**config.mk**
```make
export PLATFORM = sky130hd
export DESIGN_NAME = debug_monitor
export DESIGN_NICKNAME = d
export VERILOG_FILES = /design/src/debug_monitor_pkg.sv /design/src/uart_rx.sv /design/src/cmd_sequencer.sv /design/src/cpu_clock_ctrl.sv /design/src/reply_sender.sv /design/src/uart_tx.sv /design/src/debug_monitor.sv
export SDC_FILE = /design/constraint.sdc
export NUM_CORES = 1
export LEC_CHECK = 0
export BUFFER_PORTS_ARGS = -buffer_cell sky130_fd_sc_hd__buf_2
export CORE_AREA = 2 2 98 100
export DETAILED_ROUTE_END_ITERATION = 10
export DIE_AREA = 0 0 100 102
export HOLD_SLACK_MARGIN = 0.12
export SLEW_MARGIN = 25
export SYNTH_ARGS = -nofsm -noshare
export SYNTH_HDL_FRONTEND = slang
export SYNTH_SLANG_ARGS = --single-unit
export TNS_END_PERCENT = 10
```
**constraint.sdc**
```tcl
create_clock -name clk -period 3.1 [get_ports clk]
set_input_delay 0.62 -clock clk [delete_from_list [all_inputs] [get_ports clk]]
set_output_delay 0.62 -clock clk [all_outputs]
set_load 0.1 [all_outputs]
```
**src/debug_monitor_pkg.sv**
```systemverilog
`default_nettype none

package debug_monitor_pkg;

    // --------------------------------------------------
    // uart
    // --------------------------------------------------
    typedef logic [7:0] byte_t;

    localparam int CLKS_PER_BIT = 16;
    typedef logic [$clog2(CLKS_PER_BIT + 1)-1:0] bit_cnt_t;

    // start bit check, pulled in to make up for the two sync flops
    localparam int RX_FIRST_SAMPLE = CLKS_PER_BIT / 2 - 3;

    // --------------------------------------------------
    // cpu clock and reset
    // --------------------------------------------------
    localparam int RESET_HOLD_CYCLES = 16;
    typedef logic [3:0] hold_cnt_t;

    localparam int RUN_DIV_BIT = 10;             // free run period is 2^11 clk
    typedef logic [RUN_DIV_BIT:0] div_cnt_t;

    // --------------------------------------------------
    // command and reply characters
    // --------------------------------------------------
    localparam byte_t CMD_RESET      = 8'h72;    // r
    localparam byte_t CMD_RISE       = 8'h7A;    // z
    localparam byte_t CMD_FALL       = 8'h78;    // x
    localparam byte_t CMD_PULSE      = 8'h63;    // c
    localparam byte_t CMD_RST_TOGGLE = 8'h65;    // e
    localparam byte_t CMD_MANUAL     = 8'h6A;    // j
    localparam byte_t CMD_RUN        = 8'h6B;    // k

    localparam byte_t CHR_CR = 8'h0D;
    localparam byte_t CHR_LF = 8'h0A;

    typedef enum logic [2:0] {
        ST_PWR_HOLD,
        ST_IDLE,
        ST_HOLD_WAIT,
        ST_PULSE_FALL,
        ST_REPLY,
        ST_REPLY_WAIT
    } seq_state_t;

endpackage

`default_nettype wire

```
**src/uart_rx.sv**
```systemverilog
`timescale 1ns/1ps
`default_nettype none

module uart_rx import debug_monitor_pkg::*; (
    input  logic  clk,
    input  logic  rst_n_i,
    input  logic  rx_i,
    output logic  rx_valid_o,
    output byte_t rx_byte_o
);

    typedef enum logic [1:0] {
        RX_IDLE,
        RX_START,
        RX_DATA,
        RX_STOP
    } rx_state_t;

    rx_state_t state;
    bit_cnt_t  cnt;
    logic [2:0] bit_idx;
    logic rx_meta;
    logic rx_sync;

    wire sample = (cnt == '0);

    always_ff @(posedge clk) begin
        if (!rst_n_i) begin
            rx_meta    <= 1'b1;                  // idle line level
            rx_sync    <= 1'b1;
            state      <= RX_IDLE;
            cnt        <= '0;
            bit_idx    <= '0;
            rx_valid_o <= 1'b0;
        end else begin
            rx_meta    <= rx_i;
            rx_sync    <= rx_meta;
            rx_valid_o <= 1'b0;
            case (state)
                RX_IDLE: begin
                    if (!rx_sync) begin
                        cnt   <= bit_cnt_t'(RX_FIRST_SAMPLE);
                        state <= RX_START;
                    end
                end
                RX_START: begin
                    if (sample) begin
                        cnt     <= bit_cnt_t'(CLKS_PER_BIT - 1);
                        bit_idx <= '0;
                        state   <= rx_sync ? RX_IDLE : RX_DATA;   // glitch, not a start
                    end else begin
                        cnt <= cnt - 1'b1;
                    end
                end
                RX_DATA: begin
                    if (sample) begin
                        cnt <= bit_cnt_t'(CLKS_PER_BIT - 1);
                        if (bit_idx == 3'd7) begin
                            state <= RX_STOP;
                        end else begin
                            bit_idx <= bit_idx + 1'b1;
                        end
                    end else begin
                        cnt <= cnt - 1'b1;
                    end
                end
                default: begin
                    if (sample) begin
                        rx_valid_o <= rx_sync;   // framing error drops the byte
                        state      <= RX_IDLE;
                    end else begin
                        cnt <= cnt - 1'b1;
                    end
                end
            endcase
        end
    end

    // lsb arrives first
    always_ff @(posedge clk) begin
        if (state == RX_DATA && sample) begin
            rx_byte_o <= {rx_sync, rx_byte_o[7:1]};
        end
    end

    a_valid_single : assert property (@(posedge clk) disable iff (!rst_n_i)
        rx_valid_o |=> !rx_valid_o);

endmodule

`default_nettype wire

```
**src/cmd_sequencer.sv**
```systemverilog
`timescale 1ns/1ps
`default_nettype none

module cmd_sequencer import debug_monitor_pkg::*; (
    input  logic  clk,
    input  logic  rst_n_i,
    input  logic  rx_valid_i,
    input  byte_t rx_byte_i,
    input  logic  hold_done_i,
    input  logic  reply_done_i,
    output logic  cmd_accept_o,
    output logic  clk_rise_o,
    output logic  clk_fall_o,
    output logic  rst_toggle_o,
    output logic  sel_manual_o,
    output logic  sel_run_o,
    output logic  hold_start_o,
    output logic  reply_start_o
);

    seq_state_t state;
    logic pwr_armed;                             // power-up hold not yet started

    // --------------------------------------------------
    // action pulses, decoded in the accept cycle
    // --------------------------------------------------
    assign cmd_accept_o = (state == ST_IDLE) && rx_valid_i;

    assign clk_rise_o   = cmd_accept_o && (rx_byte_i == CMD_RISE || rx_byte_i == CMD_PULSE);
    assign clk_fall_o   = (cmd_accept_o && rx_byte_i == CMD_FALL) || (state == ST_PULSE_FALL);
    assign rst_toggle_o = cmd_accept_o && (rx_byte_i == CMD_RST_TOGGLE);
    assign sel_manual_o = cmd_accept_o && (rx_byte_i == CMD_MANUAL);
    assign sel_run_o    = cmd_accept_o && (rx_byte_i == CMD_RUN);
    assign hold_start_o = (cmd_accept_o && rx_byte_i == CMD_RESET)
                        || (state == ST_PWR_HOLD && pwr_armed);

    // --------------------------------------------------
    // sequencing
    // --------------------------------------------------
    always_ff @(posedge clk) begin
        if (!rst_n_i) begin
            state         <= ST_PWR_HOLD;
            pwr_armed     <= 1'b1;
            reply_start_o <= 1'b0;
        end else begin
            case (state)
                ST_PWR_HOLD: begin
                    pwr_armed <= 1'b0;
                    if (hold_done_i) begin
                        state <= ST_IDLE;                // silent, no reply
                    end
                end
                ST_IDLE: begin
                    if (rx_valid_i) begin
                        case (rx_byte_i)
                            CMD_RESET: state <= ST_HOLD_WAIT;
                            CMD_PULSE: state <= ST_PULSE_FALL;
                            default:   state <= ST_REPLY;
                        endcase
                    end
                end
                ST_HOLD_WAIT: begin
                    if (hold_done_i) begin
                        state <= ST_REPLY;
                    end
                end
                ST_PULSE_FALL: state <= ST_REPLY;
                ST_REPLY: begin
                    // one quiet cycle so the cpu side settles before the reply
                    if (!reply_start_o) begin
                        reply_start_o <= 1'b1;
                    end else begin
                        reply_start_o <= 1'b0;
                        state         <= ST_REPLY_WAIT;
                    end
                end
                default: begin
                    if (reply_done_i) begin
                        state <= ST_IDLE;
                    end
                end
            endcase
        end
    end

    a_reply_in_state : assert property (@(posedge clk) disable iff (!rst_n_i)
        reply_start_o |-> state == ST_REPLY);

endmodule

`default_nettype wire

```
**src/cpu_clock_ctrl.sv**
```systemverilog
`timescale 1ns/1ps
`default_nettype none

module cpu_clock_ctrl import debug_monitor_pkg::*; (
    input  logic clk,
    input  logic rst_n_i,
    input  logic clk_rise_i,
    input  logic clk_fall_i,
    input  logic rst_toggle_i,
    input  logic sel_manual_i,
    input  logic sel_run_i,
    input  logic hold_start_i,
    output logic hold_done_o,
    output logic cpu_clk_o,
    output logic cpu_rst_n_o
);

    logic      man_clk;
    logic      run_sel;                          // 1 = free running divider
    div_cnt_t  div_cnt;
    hold_cnt_t hold_cnt;
    logic      hold_act;

    assign cpu_clk_o = run_sel ? div_cnt[RUN_DIV_BIT] : man_clk;

    always_ff @(posedge clk) begin
        if (!rst_n_i) begin
            man_clk     <= 1'b0;
            run_sel     <= 1'b0;
            div_cnt     <= '0;
            hold_cnt    <= '0;
            hold_act    <= 1'b0;
            hold_done_o <= 1'b0;
            cpu_rst_n_o <= 1'b0;                 // cpu stays in reset with us
        end else begin
            div_cnt     <= div_cnt + 1'b1;
            hold_done_o <= 1'b0;

            // manual clock level
            if (clk_rise_i) begin
                man_clk <= 1'b1;
            end else if (clk_fall_i) begin
                man_clk <= 1'b0;
            end else if (hold_start_i || hold_act) begin
                man_clk <= ~man_clk;             // clock the cpu through reset
            end

            if (sel_manual_i) begin
                run_sel <= 1'b0;
            end else if (sel_run_i) begin
                run_sel <= 1'b1;
            end

            // --------------------------------------------------
            // reset hold, low for RESET_HOLD_CYCLES + 1
            // --------------------------------------------------
            if (hold_start_i) begin
                hold_act    <= 1'b1;
                hold_cnt    <= '0;
                cpu_rst_n_o <= 1'b0;
            end else if (hold_act) begin
                hold_cnt <= hold_cnt + 1'b1;
                if (hold_cnt == hold_cnt_t'(RESET_HOLD_CYCLES - 1)) begin
                    hold_act    <= 1'b0;
                    hold_done_o <= 1'b1;         // release at the next edge
                end
            end else if (hold_done_o) begin
                cpu_rst_n_o <= 1'b1;
            end else if (rst_toggle_i) begin
                cpu_rst_n_o <= ~cpu_rst_n_o;
            end
        end
    end

    a_hold_cnt_in_reset : assert property (@(posedge clk) disable iff (!rst_n_i)
        $changed(hold_cnt) |-> !cpu_rst_n_o);

endmodule

`default_nettype wire

```
**src/reply_sender.sv**
```systemverilog
`timescale 1ns/1ps
`default_nettype none

module reply_sender import debug_monitor_pkg::*; (
    input  logic  clk,
    input  logic  rst_n_i,
    input  logic  cmd_accept_i,
    input  byte_t rx_byte_i,
    input  logic  reply_start_i,
    input  logic  tx_busy_i,
    output logic  tx_start_o,
    output byte_t tx_byte_o,
    output logic  reply_done_o
);

    byte_t      cmd_q;
    byte_t      next_byte;
    logic [1:0] byte_idx;
    logic       issue_q;                         // next byte due
    logic       wait_q;                          // byte on the line

    // --------------------------------------------------
    // reply table: two letters, then CR LF
    // --------------------------------------------------
    always_comb begin
        next_byte = CHR_LF;
        case (byte_idx)
            2'd0: begin
                case (cmd_q)
                    CMD_RESET, CMD_RST_TOGGLE:     next_byte = "R";
                    CMD_RISE, CMD_FALL, CMD_PULSE: next_byte = "C";
                    CMD_MANUAL, CMD_RUN:           next_byte = "K";
                    default:                       next_byte = "O";
                endcase
            end
            2'd1: begin
                case (cmd_q)
                    CMD_RESET:      next_byte = "s";
                    CMD_RISE:       next_byte = "r";
                    CMD_FALL:       next_byte = "f";
                    CMD_PULSE:      next_byte = "t";
                    CMD_RST_TOGGLE: next_byte = "a";
                    default:        next_byte = "k";   // j, k and unknown
                endcase
            end
            2'd2:    next_byte = CHR_CR;
            default: next_byte = CHR_LF;
        endcase
    end

    always_ff @(posedge clk) begin
        if (!rst_n_i) begin
            byte_idx     <= '0;
            issue_q      <= 1'b0;
            wait_q       <= 1'b0;
            tx_start_o   <= 1'b0;
            reply_done_o <= 1'b0;
        end else begin
            tx_start_o   <= 1'b0;
            reply_done_o <= 1'b0;
            if (reply_start_i) begin
                byte_idx <= '0;
                issue_q  <= 1'b1;
            end else if (issue_q) begin
                tx_start_o <= 1'b1;
                issue_q    <= 1'b0;
                wait_q     <= 1'b1;
            end else if (wait_q && !tx_start_o && !tx_busy_i) begin
                // busy rises a cycle late, hence the tx_start_o check
                wait_q <= 1'b0;
                if (byte_idx == 2'd3) begin
                    reply_done_o <= 1'b1;
                end else begin
                    byte_idx <= byte_idx + 1'b1;
                    issue_q  <= 1'b1;
                end
            end
        end
    end

    always_ff @(posedge clk) begin
        if (cmd_accept_i) begin
            cmd_q <= rx_byte_i;
        end
        if (issue_q) begin
            tx_byte_o <= next_byte;
        end
    end

endmodule

`default_nettype wire

```
**src/uart_tx.sv**
```systemverilog
`timescale 1ns/1ps
`default_nettype none

module uart_tx import debug_monitor_pkg::*; (
    input  logic  clk,
    input  logic  rst_n_i,
    input  logic  tx_start_i,
    input  byte_t tx_byte_i,
    output logic  tx_o,
    output logic  tx_busy_o
);

    logic [8:0] shift_q;                         // stop bit rides above data
    logic [3:0] bit_idx;                         // 0 start, 1..8 data, 9 stop
    bit_cnt_t   cnt;

    wire bit_end = tx_busy_o && (cnt == '0);

    always_ff @(posedge clk) begin
        if (!rst_n_i) begin
            tx_o      <= 1'b1;
            tx_busy_o <= 1'b0;
            cnt       <= '0;
            bit_idx   <= '0;
        end else if (tx_start_i) begin
            tx_o      <= 1'b0;                   // start bit
            tx_busy_o <= 1'b1;
            cnt       <= bit_cnt_t'(CLKS_PER_BIT - 1);
            bit_idx   <= '0;
        end else if (bit_end) begin
            if (bit_idx == 4'd9) begin
                tx_busy_o <= 1'b0;               // end of stop bit
            end else begin
                tx_o    <= shift_q[0];
                bit_idx <= bit_idx + 1'b1;
                cnt     <= bit_cnt_t'(CLKS_PER_BIT - 1);
            end
        end else if (tx_busy_o) begin
            cnt <= cnt - 1'b1;
        end
    end

    always_ff @(posedge clk) begin
        if (tx_start_i) begin
            shift_q <= {1'b1, tx_byte_i};
        end else if (bit_end) begin
            shift_q <= {1'b1, shift_q[8:1]};
        end
    end

    a_no_start_busy : assert property (@(posedge clk) disable iff (!rst_n_i)
        tx_start_i |-> !tx_busy_o);

endmodule

`default_nettype wire

```
**src/debug_monitor.sv**
```systemverilog
`timescale 1ns/1ps
`default_nettype none

module debug_monitor import debug_monitor_pkg::*; (
    input  logic clk,
    input  logic rst_n_i,
    input  logic rx_i,
    output logic tx_o,
    output logic cpu_clk_o,
    output logic cpu_rst_n_o
);

    logic  rx_valid;
    byte_t rx_byte;
    logic  cmd_accept;
    logic  clk_rise;
    logic  clk_fall;
    logic  rst_toggle;
    logic  sel_manual;
    logic  sel_run;
    logic  hold_start;
    logic  hold_done;
    logic  reply_start;
    logic  reply_done;
    logic  tx_start;
    byte_t tx_byte;
    logic  tx_busy;

    // --------------------------------------------------
    // input side
    // --------------------------------------------------
    uart_rx u_uart_rx (
        .clk        (clk),
        .rst_n_i    (rst_n_i),
        .rx_i       (rx_i),
        .rx_valid_o (rx_valid),
        .rx_byte_o  (rx_byte)
    );

    // --------------------------------------------------
    // command handling and cpu control
    // --------------------------------------------------
    cmd_sequencer u_cmd_sequencer (
        .clk           (clk),
        .rst_n_i       (rst_n_i),
        .rx_valid_i    (rx_valid),
        .rx_byte_i     (rx_byte),
        .hold_done_i   (hold_done),
        .reply_done_i  (reply_done),
        .cmd_accept_o  (cmd_accept),
        .clk_rise_o    (clk_rise),
        .clk_fall_o    (clk_fall),
        .rst_toggle_o  (rst_toggle),
        .sel_manual_o  (sel_manual),
        .sel_run_o     (sel_run),
        .hold_start_o  (hold_start),
        .reply_start_o (reply_start)
    );

    cpu_clock_ctrl u_cpu_clock_ctrl (
        .clk          (clk),
        .rst_n_i      (rst_n_i),
        .clk_rise_i   (clk_rise),
        .clk_fall_i   (clk_fall),
        .rst_toggle_i (rst_toggle),
        .sel_manual_i (sel_manual),
        .sel_run_i    (sel_run),
        .hold_start_i (hold_start),
        .hold_done_o  (hold_done),
        .cpu_clk_o    (cpu_clk_o),
        .cpu_rst_n_o  (cpu_rst_n_o)
    );

    // --------------------------------------------------
    // output side
    // --------------------------------------------------
    reply_sender u_reply_sender (
        .clk           (clk),
        .rst_n_i       (rst_n_i),
        .cmd_accept_i  (cmd_accept),
        .rx_byte_i     (rx_byte),
        .reply_start_i (reply_start),
        .tx_busy_i     (tx_busy),
        .tx_start_o    (tx_start),
        .tx_byte_o     (tx_byte),
        .reply_done_o  (reply_done)
    );

    uart_tx u_uart_tx (
        .clk        (clk),
        .rst_n_i    (rst_n_i),
        .tx_start_i (tx_start),
        .tx_byte_i  (tx_byte),
        .tx_o       (tx_o),
        .tx_busy_o  (tx_busy)
    );

endmodule

`default_nettype wire

```
==> flow_metrics.env, run 1 <==
export IMPL_clockBufferDepth=2
export IMPL_pwr_share_comb=0.114
export IMPL_yosysWarnings=0
export IMPL_async_flop_share=0
export IMPL_switching_share=0.263
export IMPL_cts_hold_buf=0
export IMPL_pin_count=6
export IMPL_status="complete, no violations"
export IMPL_gp_congestion=0.806
export IMPL_setup_tns_ps=0
export IMPL_finalCritPeriodShare=0.642
export IMPL_layoutNonFillerInstCount=497
export IMPL_numPlacedInstances=481
export IMPL_hold_viol=0
export IMPL_clk_pin_slew_worst_paths_ps=90
export IMPL_setup_violations=0
export IMPL_drv_slew=0
export IMPL_grt_max_degree=27
export IMPL_seqPwrFrac=0.536
export IMPL_viasPerCell=5.37
export IMPL_synth_net_count=395
export IMPL_finalClockSkew_ps=10.0
export IMPL_worst_ep_arrival_time_ps=1370
export IMPL_drv_cap=0
export IMPL_clkLatencyLatePin_ps=360
export IMPL_drt_total_wl_mm=6.73
export IMPL_tritoncts="done"
export IMPL_rsz0062_at_grt="no"
export IMPL_ff2ff_path_depth=6
export IMPL_syn_cell_area_um2=4000
export IMPL_cp_required_ps=2480
export IMPL_hold_depth=1
export IMPL_worst_pin_slew_ps=597
export IMPL_hp_start="u_uart_rx.rx_meta"
export IMPL_htreeDepth=3
export IMPL_startpoint_type="flop"
export IMPL_rows=35
export IMPL_synthesis_instances=375
export IMPL_crit_type="flop to output port"
export IMPL_p_clk_frac=0.350
export IMPL_post_cts_resized=0
export IMPL_final_common_cell="dfxtp_1"
export IMPL_p_int_mw=1.69
export IMPL_area_growth_pct=8.26
export IMPL_first_pass_iters=4
export IMPL_io_buffer_count=5
export IMPL_fin_util=0.475
export IMPL_grt_usage=0.146
export IMPL_cts_root_buffer="clkbuf_8"
export IMPL_whs_endpoint="u_uart_rx.rx_sync"
export IMPL_ant_nets=0
export IMPL_core_um2=9110
export IMPL_cts_made_buffers=9
export IMPL_drt_iter0_markers=68
export IMPL_crit_fanout=2
export IMPL_postSynthAreaPerCell_um2=10.7
export IMPL_final_cell_mix="dfxtp_1, nor2_1, edfxtp_1"
export IMPL_synth_seq_area_share=0.508
export IMPL_synthFlopType="dfxtp_1"
export IMPL_fmax_mhz=503
export IMPL_postLayoutCellArea_um2=4330
export IMPL_die_height_um=102
export IMPL_ir_drop_mv=0.313
export IMPL_antenna_found_initial=0
export IMPL_grt_pass1_wl_mm=12.0
export IMPL_power_per_cell_area_nw_per_um2=530
export IMPL_cts_sinks=86
export IMPL_place_area_um2=4120
export IMPL_p_leak_nw=1.61
export IMPL_layout_drive_gt1_share=0.0984
export IMPL_synth_edff_count=31
export IMPL_crit_path_end_kind="output port"
export IMPL_synth_seq_cells=86
export IMPL_drc_errors=0
export IMPL_slew_headroom=0.601
export IMPL_hpwl_mm=4.73
export IMPL_die_area_um2=10200
export IMPL_vias=2667
export IMPL_die_w_um=100
export IMPL_grt_pass1_vias=2660
export IMPL_fin_crit_ps=1990
export IMPL_post_cts_buffers=0
export IMPL_r2r_start="u_uart_rx.state[0]"
export IMPL_n_antenna_cell=0
export IMPL_synth_cell_types=62
export IMPL_p_sw_mw=0.604
export IMPL_detail_route_wl_per_cell_um=13.5
export IMPL_gr_total_overflow=0
export IMPL_r2r_setup_slack_ps=1190
export IMPL_hp_class="flop to flop"
export IMPL_final_net_count=401
export IMPL_reg2reg_to="u_uart_rx.state[1]"
export IMPL_start_util=0.439
-- layout make-up --
type,instances,area (um2)
tap,111,139
fill,853,4780
timing repair buffer,6,32.5
sequential,86,2030
inverter,19,71.3
clock inverter,7,81.3
clock buffer,9,124
multi-input combinational,259,1850
-- worst max-delay path, stage by stage, from the launching register on --
cell	delay (ps)
dfxtp_1	370
mux2_2	350
buf_2	290
-- cell usage after synthesis (all sizes together) (5+ instances only) --
| cell | instances | area share |
|---|---|---|
| ha | 17 | 0.053 |
| nand3 | 10 | 0.013 |
| and3 | 5 | 0.0078 |
| nand2b | 6 | 0.0094 |
| mux2 | 8 | 0.023 |
| o21ai | 13 | 0.016 |
| a21oi | 17 | 0.021 |
| and2 | 5 | 0.0078 |
| dfxtp | 55 | 0.28 |
| nor2b | 5 | 0.0078 |
| nand4 | 9 | 0.014 |
| xor2 | 14 | 0.031 |
| mux2i | 9 | 0.023 |
| a21boi | 5 | 0.0094 |
| edfxtp | 31 | 0.23 |
| and3b | 5 | 0.011 |
| clkbuf | 9 | 0.0085 |
| nand2 | 17 | 0.016 |
| nor2 | 35 | 0.033 |
| nand3b | 5 | 0.0094 |
| a31oi | 5 | 0.0078 |
| inv | 19 | 0.018 |
| nor3 | 8 | 0.010 |
-- metrics by stage --
| stage | total power [mW] | setup WS, ps | hold WS (ps) |
|---|---|---|---|
| after CTS | 2.32 | 1080 | 414 |
| final | 2.30 | 1110 | 410 |
| after global placement | 1.51 | 1320 | 391 |
| after detailed placement | 1.52 | 1200 | 393 |
| after global routing | 2.41 | 1060 | 434 |
| after floorplan | 1.46 | 1350 | 386 |
-- cell families (layout without fill, tap and decap cells) --
group,after synthesis,in the layout,share of synthesized area
DFF,86,86,0.508
buffers and inverters,30,41,0.0294
adders and majority gates,17,17,0.0532
xor gates and xnor gates,18,18,0.0394
AOI/OAI and AO/OA,70,70,0.117
muxes,17,17,0.0451
and+or+nand+nor,137,137,0.207
-- power by group through the flow --
stage               registers, mW  logic (mW)  clock network (mW)
floorplan                    1.25       0.216                   0
global placement             1.26       0.257                   0
detailed placement           1.26       0.263                   0
CTS                          1.23       0.263               0.831
global route                 1.24       0.302               0.866
finish                       1.23       0.262               0.802
-- per-layer routing --
| layer | vias up | global-route usage | part of all wire |
|---|---|---|---|
| met4 | 0 | 0.0685 | 0.017 |
| met2 | 28 | 0.242 | 0.46 |
| met1 | 1244 | 0.186 | 0.50 |
| li1 | 1384 | - | - |
| met5 | - | 0 | 0 |
| met3 | 11 | 0.0280 | 0.023 |
-- sequential cells by signal (all words and copies together) (netlist names), 2 cells and up --
name                       cells
u_uart_tx.bit_idx              4
u_reply_sender.byte_idx        2
u_uart_rx.cnt                  5
u_cpu_clock_ctrl.hold_cnt      4
u_reply_sender.cmd_q           8
u_uart_rx.state                2
u_cmd_sequencer.state          3
u_uart_rx.rx_byte_o            8
u_reply_sender.tx_byte_o       7
u_uart_tx.shift_q              8
u_uart_rx.bit_idx              3
u_uart_tx.cnt                  5
u_cpu_clock_ctrl.div_cnt      11
-- how the worst max path moves through the flow --
stage                                   startpoint                      endpoint
final                     u_cpu_clock_ctrl.run_sel                     cpu_clk_o
after global routing      u_cpu_clock_ctrl.run_sel                     cpu_clk_o
after CTS                 u_cpu_clock_ctrl.run_sel                     cpu_clk_o
after detailed placement                   rst_n_i  u_cpu_clock_ctrl.cpu_rst_n_o
after global placement                     rst_n_i  u_cpu_clock_ctrl.cpu_rst_n_o
after floorplan                 u_uart_rx.state[0]            u_uart_rx.state[1]
(Power assumes the default switching activity.)
==> run 2: changes to the inputs <==
Settings changed: ABC_AREA set to 1, CORE_AREA 2 2 98 100 to 2 2 99 101, DIE_AREA 0 0 100 102 to 0 0 101 103.
Clock period 3.1 ns to 1.8 ns, I/O delays scaled along.
==> run 2 against run 1 <==
Register-to-register slack worse by 890 ps. Via count increased by 16%. Cell count increased by 25%. Largest cell class unchanged. Sequential power up 72%. Critical endpoint unchanged. Global-route usage is 0.16 points lower. Worst hold slack lost 210 ps. Synthesized area grew 1.7%.
==> flow_metrics.env, run 2 <==
export IMPL_status="complete, no violations"
export IMPL_startpoint_type="flop"
export IMPL_drc_errors=0
export IMPL_antenna_found_initial=0
export IMPL_slew_headroom=0.675
export IMPL_fin_crit_ps=1670
export IMPL_pin_count=6
export IMPL_post_cts_resized=0
export IMPL_crit_path_end_kind="output port"
export IMPL_viasPerCell=4.97
export IMPL_fillers=923
export IMPL_area_growth_pct=9.45
export IMPL_rsz0062_at_grt="no"
export IMPL_fin_util=0.471
export IMPL_worst_pin_slew_ps=491
export IMPL_synth_top_area_frac=0.271
export IMPL_final_net_count=521
export IMPL_setup_violations=0
export IMPL_crit_fanout=3
export IMPL_vias=3081
export IMPL_synthTopCellsByCount="nand2_1, inv_1, nor2_1, dfxtp_1, a21oi_1"
export IMPL_tritoncts="done"
export IMPL_synthFlopType="dfxtp_1"
export IMPL_drt_total_wl_mm=6.94
export IMPL_n_antenna_cell=0
export IMPL_grt_usage=0.144
export IMPL_gr_total_overflow=0
export IMPL_cts_made_buffers=9
export IMPL_synth_edff_count=31
export IMPL_post_cts_buffers=0
export IMPL_first_pass_iters=4
export IMPL_ir_drop_mv=0.527
export IMPL_finalCritPeriodShare=0.926
export IMPL_async_flop_share=0
export IMPL_die_area_um2=10400
export IMPL_synth_net_count=507
export IMPL_postLayoutCellArea_um2=4450
export IMPL_synthesis_instances=487
export IMPL_cp_required_ps=1440
export IMPL_detail_route_wl_per_cell_um=11.2
export IMPL_cts_hold_buf=0
export IMPL_top_register="u_cpu_clock_ctrl.div_cnt"
export IMPL_core_um2=9460
export IMPL_cts_sinks=86
export IMPL_synthTopCellsByArea="dfxtp_1, edfxtp_1, nand2_1, inv_1, nor2_1"
export IMPL_grt_max_degree=21
export IMPL_yosysWarnings=0
export IMPL_hpwl_mm=5.17
export IMPL_clockBufferDepth=2
export IMPL_drt_iter0_markers=74
export IMPL_place_area_um2=4240
export IMPL_p_leak_nw=1.79
export IMPL_synth_cell_types=41
export IMPL_finalClockSkew_ps=12.6
export IMPL_drv_cap=0
export IMPL_synth_seq_cells=86
export IMPL_rows=36
export IMPL_yosysMostFrequentCell="nand2_1"
export IMPL_crit_type="flop to output port"
export IMPL_clkLatencyLatePin_ps=350
export IMPL_cts_root_buffer="clkbuf_8"
export IMPL_largest_reg_flops=11
export IMPL_clk_pin_slew_worst_paths_ps=90
export IMPL_ant_nets=0
export IMPL_power_per_cell_area_nw_per_um2=877
export IMPL_start_util=0.430
export IMPL_io_buffer_count=5
export IMPL_hold_viol=0
export IMPL_drv_slew=0
export IMPL_grt_pass1_wl_mm=12.0
export IMPL_fin_hold_ws_ps=198
export IMPL_postSynthAreaPerCell_um2=8.35
export IMPL_final_cell_mix="nand2_1, inv_1, nor2_1"
export IMPL_setup_tns_ps=0
export IMPL_worst_ep_arrival_time_ps=1310
export IMPL_yosysTopAreaCell="dfxtp_1"
export IMPL_grt_pass1_vias=2858
export IMPL_die_height_um=103
export IMPL_fmax_mhz=600
export IMPL_hp_class="input port to flop"
export IMPL_final_common_cell="nand2_1"
export IMPL_die_w_um=101
export IMPL_layout_drive_gt1_share=0.119
export IMPL_gp_congestion=0.818
export IMPL_synth_seq_area_share=0.500
export IMPL_htreeDepth=3
export IMPL_syn_cell_area_um2=4070
-- run 2: cell types whose count changed after synthesis, sizes merged, moves of 8 or more --
| cell | change |
|---|---|
| nand2 | +92 |
| a21oi | +19 |
| o21ai | +13 |
| xor2 | -9 |
| mux2i | -9 |
| inv | +46 |
| nand3 | +18 |
| nor2 | +31 |
| mux2 | -8 |
-- run 2: metal layers --
layer | share of wire | routed length (um) | up-vias | GRT usage
li1 | - | - | 1620 | -
met1 | 0.46 | 3220 | 1428 | 0.163
met2 | 0.50 | 3440 | 29 | 0.258
met3 | 0.033 | 228 | 4 | 0.0515
met4 | 0.0079 | 55 | 0 | 0.0416
met5 | 0 | 0 | - | 0
-- run 2: where the power goes --
group | switching [mW] | internal [mW] | total, mW
logic | 0.287 | 0.160 | 0.447
registers | 0.0471 | 2.07 | 2.11
clock network | 0.636 | 0.707 | 1.34
total | 0.970 | 2.93 | 3.90
-- run 2: final cells by class --
cell class,instances,area (um2),area share
flip-flops and latches,86,2030,0.457
clock inverters,2,12.5,0.00281
multi-input cells,329,1760,0.396
well taps,114,143,0.0320
repair buffers,9,55.1,0.0124
inverters,66,249,0.0559
clock buffers,14,195,0.0439
-- run 2: path summary, 6_finish.rpt --
check	start	endpoint	cells after the start	slack [ps]
min reg2reg	u_uart_rx.rx_meta	u_uart_rx.rx_sync	1	420
max	u_cpu_clock_ctrl.run_sel	cpu_clk_o	3	130
min	rx_i	u_uart_rx.rx_meta	2	200
max reg2reg	u_uart_rx.state[0]	u_uart_rx.state[1]	7	300
-- run 2: through the flow --
| step | std cells | setup slack [ps] | power, mW |
|---|---|---|---|
| finish | 620 | 132 | 3.90 |
| global route | 620 | 41.3 | 4.12 |
| CTS | 620 | 96.4 | 3.97 |
| detailed placement | 604 | 300 | 2.61 |
| global placement | 604 | 356 | 2.59 |
| floorplan | 487 | 273 | 2.51 |
-- run 2: cells by family (layout without fill, tap and decap cells) --
| family | after synthesis | in the layout | share of synthesized area |
|---|---|---|---|
| fa+ha+maj | 17 | 17 | 0.0523 |
| simple gates | 233 | 233 | 0.267 |
| flops | 86 | 86 | 0.500 |
| compound gates | 73 | 73 | 0.101 |
| xor+xnor | 6 | 6 | 0.0129 |
| buf+inv | 72 | 91 | 0.0674 |
-- run 2: critical path: stages, from the launching register on --
cell and delay [ps]:
dfxtp_1 390, nand2_1 80, o21ai_2 50, buf_2 430
==> run 3: changes to the inputs <==
Settings changed: CORE_AREA 2 2 99 101 to 2 2 138 73, DIE_AREA 0 0 101 103 to 0 0 140 75, SETUP_SLACK_MARGIN set to 0.1.
==> run 3 against run 2 <==
Power up 9.6%. Routed wire length up 11%. Die area up 0.93%. First-iteration DRC count up 130%. Highest routed layer unchanged.
==> flow_metrics.env, run 3 (synthesized netlist as in run 2, its figures left out) <==
export IMPL_slew_headroom=0.671
export IMPL_final_common_cell="nand2_1"
export IMPL_clockBufferDepth=2
export IMPL_cts_sinks=86
export IMPL_drv_slew=0
export IMPL_finalClockSkew_ps=4.81
export IMPL_drc_errors=0
export IMPL_place_area_um2=4270
export IMPL_drt_total_wl_mm=7.73
export IMPL_setup_violations=0
export IMPL_grt_pass1_vias=2793
export IMPL_numPlacedInstances=613
export IMPL_final_cell_mix="nand2_1, inv_1, nor2_1"
export IMPL_crit_type="flop to output port"
export IMPL_rows=25
export IMPL_whs_endpoint="u_uart_rx.rx_meta"
export IMPL_die_area_um2=10500
export IMPL_ir_drop_mv=0.497
export IMPL_cp_required_ps=1440
export IMPL_fin_crit_ps=1660
export IMPL_grt_usage=0.160
export IMPL_r2r_setup_slack_ps=230
export IMPL_grt_pass1_wl_mm=13.0
export IMPL_n_antenna_cell=0
export IMPL_reg2reg_to="u_reply_sender.tx_byte_o[0]"
export IMPL_ant_nets=0
export IMPL_io_buffer_count=5
export IMPL_cts_root_buffer="clkbuf_16"
export IMPL_crit_path_end_kind="output port"
export IMPL_hpwl_mm=5.60
export IMPL_startpoint_type="flop"
export IMPL_layoutNonFillerInstCount=629
export IMPL_largest_reg_flops=11
export IMPL_top_register="u_cpu_clock_ctrl.div_cnt"
export IMPL_final_net_count=523
export IMPL_ff2ff_path_depth=7
export IMPL_worst_ep_arrival_time_ps=1300
export IMPL_first_pass_iters=4
export IMPL_viasPerCell=4.82
export IMPL_tritoncts="done"
export IMPL_hold_depth=2
export IMPL_start_util=0.441
export IMPL_hp_class="input port to flop"
export IMPL_core_um2=9230
export IMPL_fillers=872
export IMPL_status="complete, no violations"
export IMPL_worst_pin_slew_ps=492
export IMPL_pin_count=6
export IMPL_antenna_found_initial=0
export IMPL_detail_route_wl_per_cell_um=12.3
export IMPL_hp_start="rx_i"
export IMPL_finalCritPeriodShare=0.921
export IMPL_die_w_um=140
export IMPL_p_total_mw=4.28
export IMPL_cts_made_buffers=9
export IMPL_crit_fanout=3
export IMPL_postLayoutCellArea_um2=4540
export IMPL_hold_viol=0
export IMPL_fmax_mhz=603
export IMPL_power_per_cell_area_nw_per_um2=942
export IMPL_drt_iter0_markers=170
export IMPL_htreeDepth=3
export IMPL_r2r_start="u_reply_sender.cmd_q[3]"
export IMPL_setup_tns_ps=0
export IMPL_gr_total_overflow=0
export IMPL_layout_drive_gt1_share=0.126
export IMPL_grt_max_degree=16
export IMPL_die_height_um=75
export IMPL_fin_util=0.492
export IMPL_rsz0062_at_grt="yes"
export IMPL_drv_cap=0
export IMPL_clk_pin_slew_worst_paths_ps=60
export IMPL_vias=3031
export IMPL_clkLatencyLatePin_ps=340
export IMPL_gp_congestion=0.852
export IMPL_area_growth_pct=11.6
export IMPL_p_leak_nw=1.83
run 3: cell count changes in the layout (fill, tap and decap cells not counted), sizes merged:
cell / change
clkinv: +2
clkbuf: -2
buf: +2
run 3: critical path, cell delays in order (launching register included):
cell	delay [ps]
dfxtp_1	390
nand2_1	80
o21ai_2	60
buf_2	430
run 3: final cells by class:
class / count / area [um2] / area share
multi-input cells: 329 / 1770 / 0.389
clock inverters: 4 / 22.5 / 0.00496
well taps: 121 / 151 / 0.0334
repair buffers: 11 / 70.1 / 0.0154
inverters: 66 / 249 / 0.0549
flip-flops and latches: 86 / 2030 / 0.448
clock buffers: 12 / 248 / 0.0546
run 3: what timing repair did:
action                                  4_1_cts  5_1_grt
gates resized for setup                       0        1
hold buffers                                  0        0
buffers inserted                              0        0
endpoints found under the setup margin        0        3
run 3: metrics by stage:
step	hold slack, ps	worst slack (ps)
floorplan	393	273
global placement	401	316
detailed placement	401	253
CTS	195	129
global route	209	84.8
finish	202	142
run 3: power by group:
part | internal (mW) | switching (mW) | leakage, nW
Clock | 0.971 | 0.729 | 0.135
Sequential | 2.07 | 0.0492 | 0.721
Combinational | 0.164 | 0.294 | 0.975
run 3: worst max path at each step:
stage | cells after the start | end | startpoint | slack (ps)
3_5_place_dp | 6 | u_uart_tx.cnt[0] | u_uart_tx.cnt[0] | 250
2_1_floorplan | 2 | cpu_clk_o | u_cpu_clock_ctrl.man_clk | 270
3_3_place_gp | 7 | u_reply_sender.tx_byte_o[3] | u_reply_sender.cmd_q[3] | 320
4_1_cts | 3 | cpu_clk_o | u_cpu_clock_ctrl.run_sel | 130
5_1_grt | 3 | cpu_clk_o | u_cpu_clock_ctrl.div_cnt[10] | 80
6_report | 3 | cpu_clk_o | u_cpu_clock_ctrl.run_sel | 140
run 3: routing by layer:
layer	vias up	GRT usage	routed length, um	share of wire
li1	1633	-	-	-
met1	1352	0.227	4360	0.56
met2	38	0.227	2960	0.38
met3	8	0.0528	301	0.039
met4	0	0.0640	95	0.012
met5	-	0	0	0
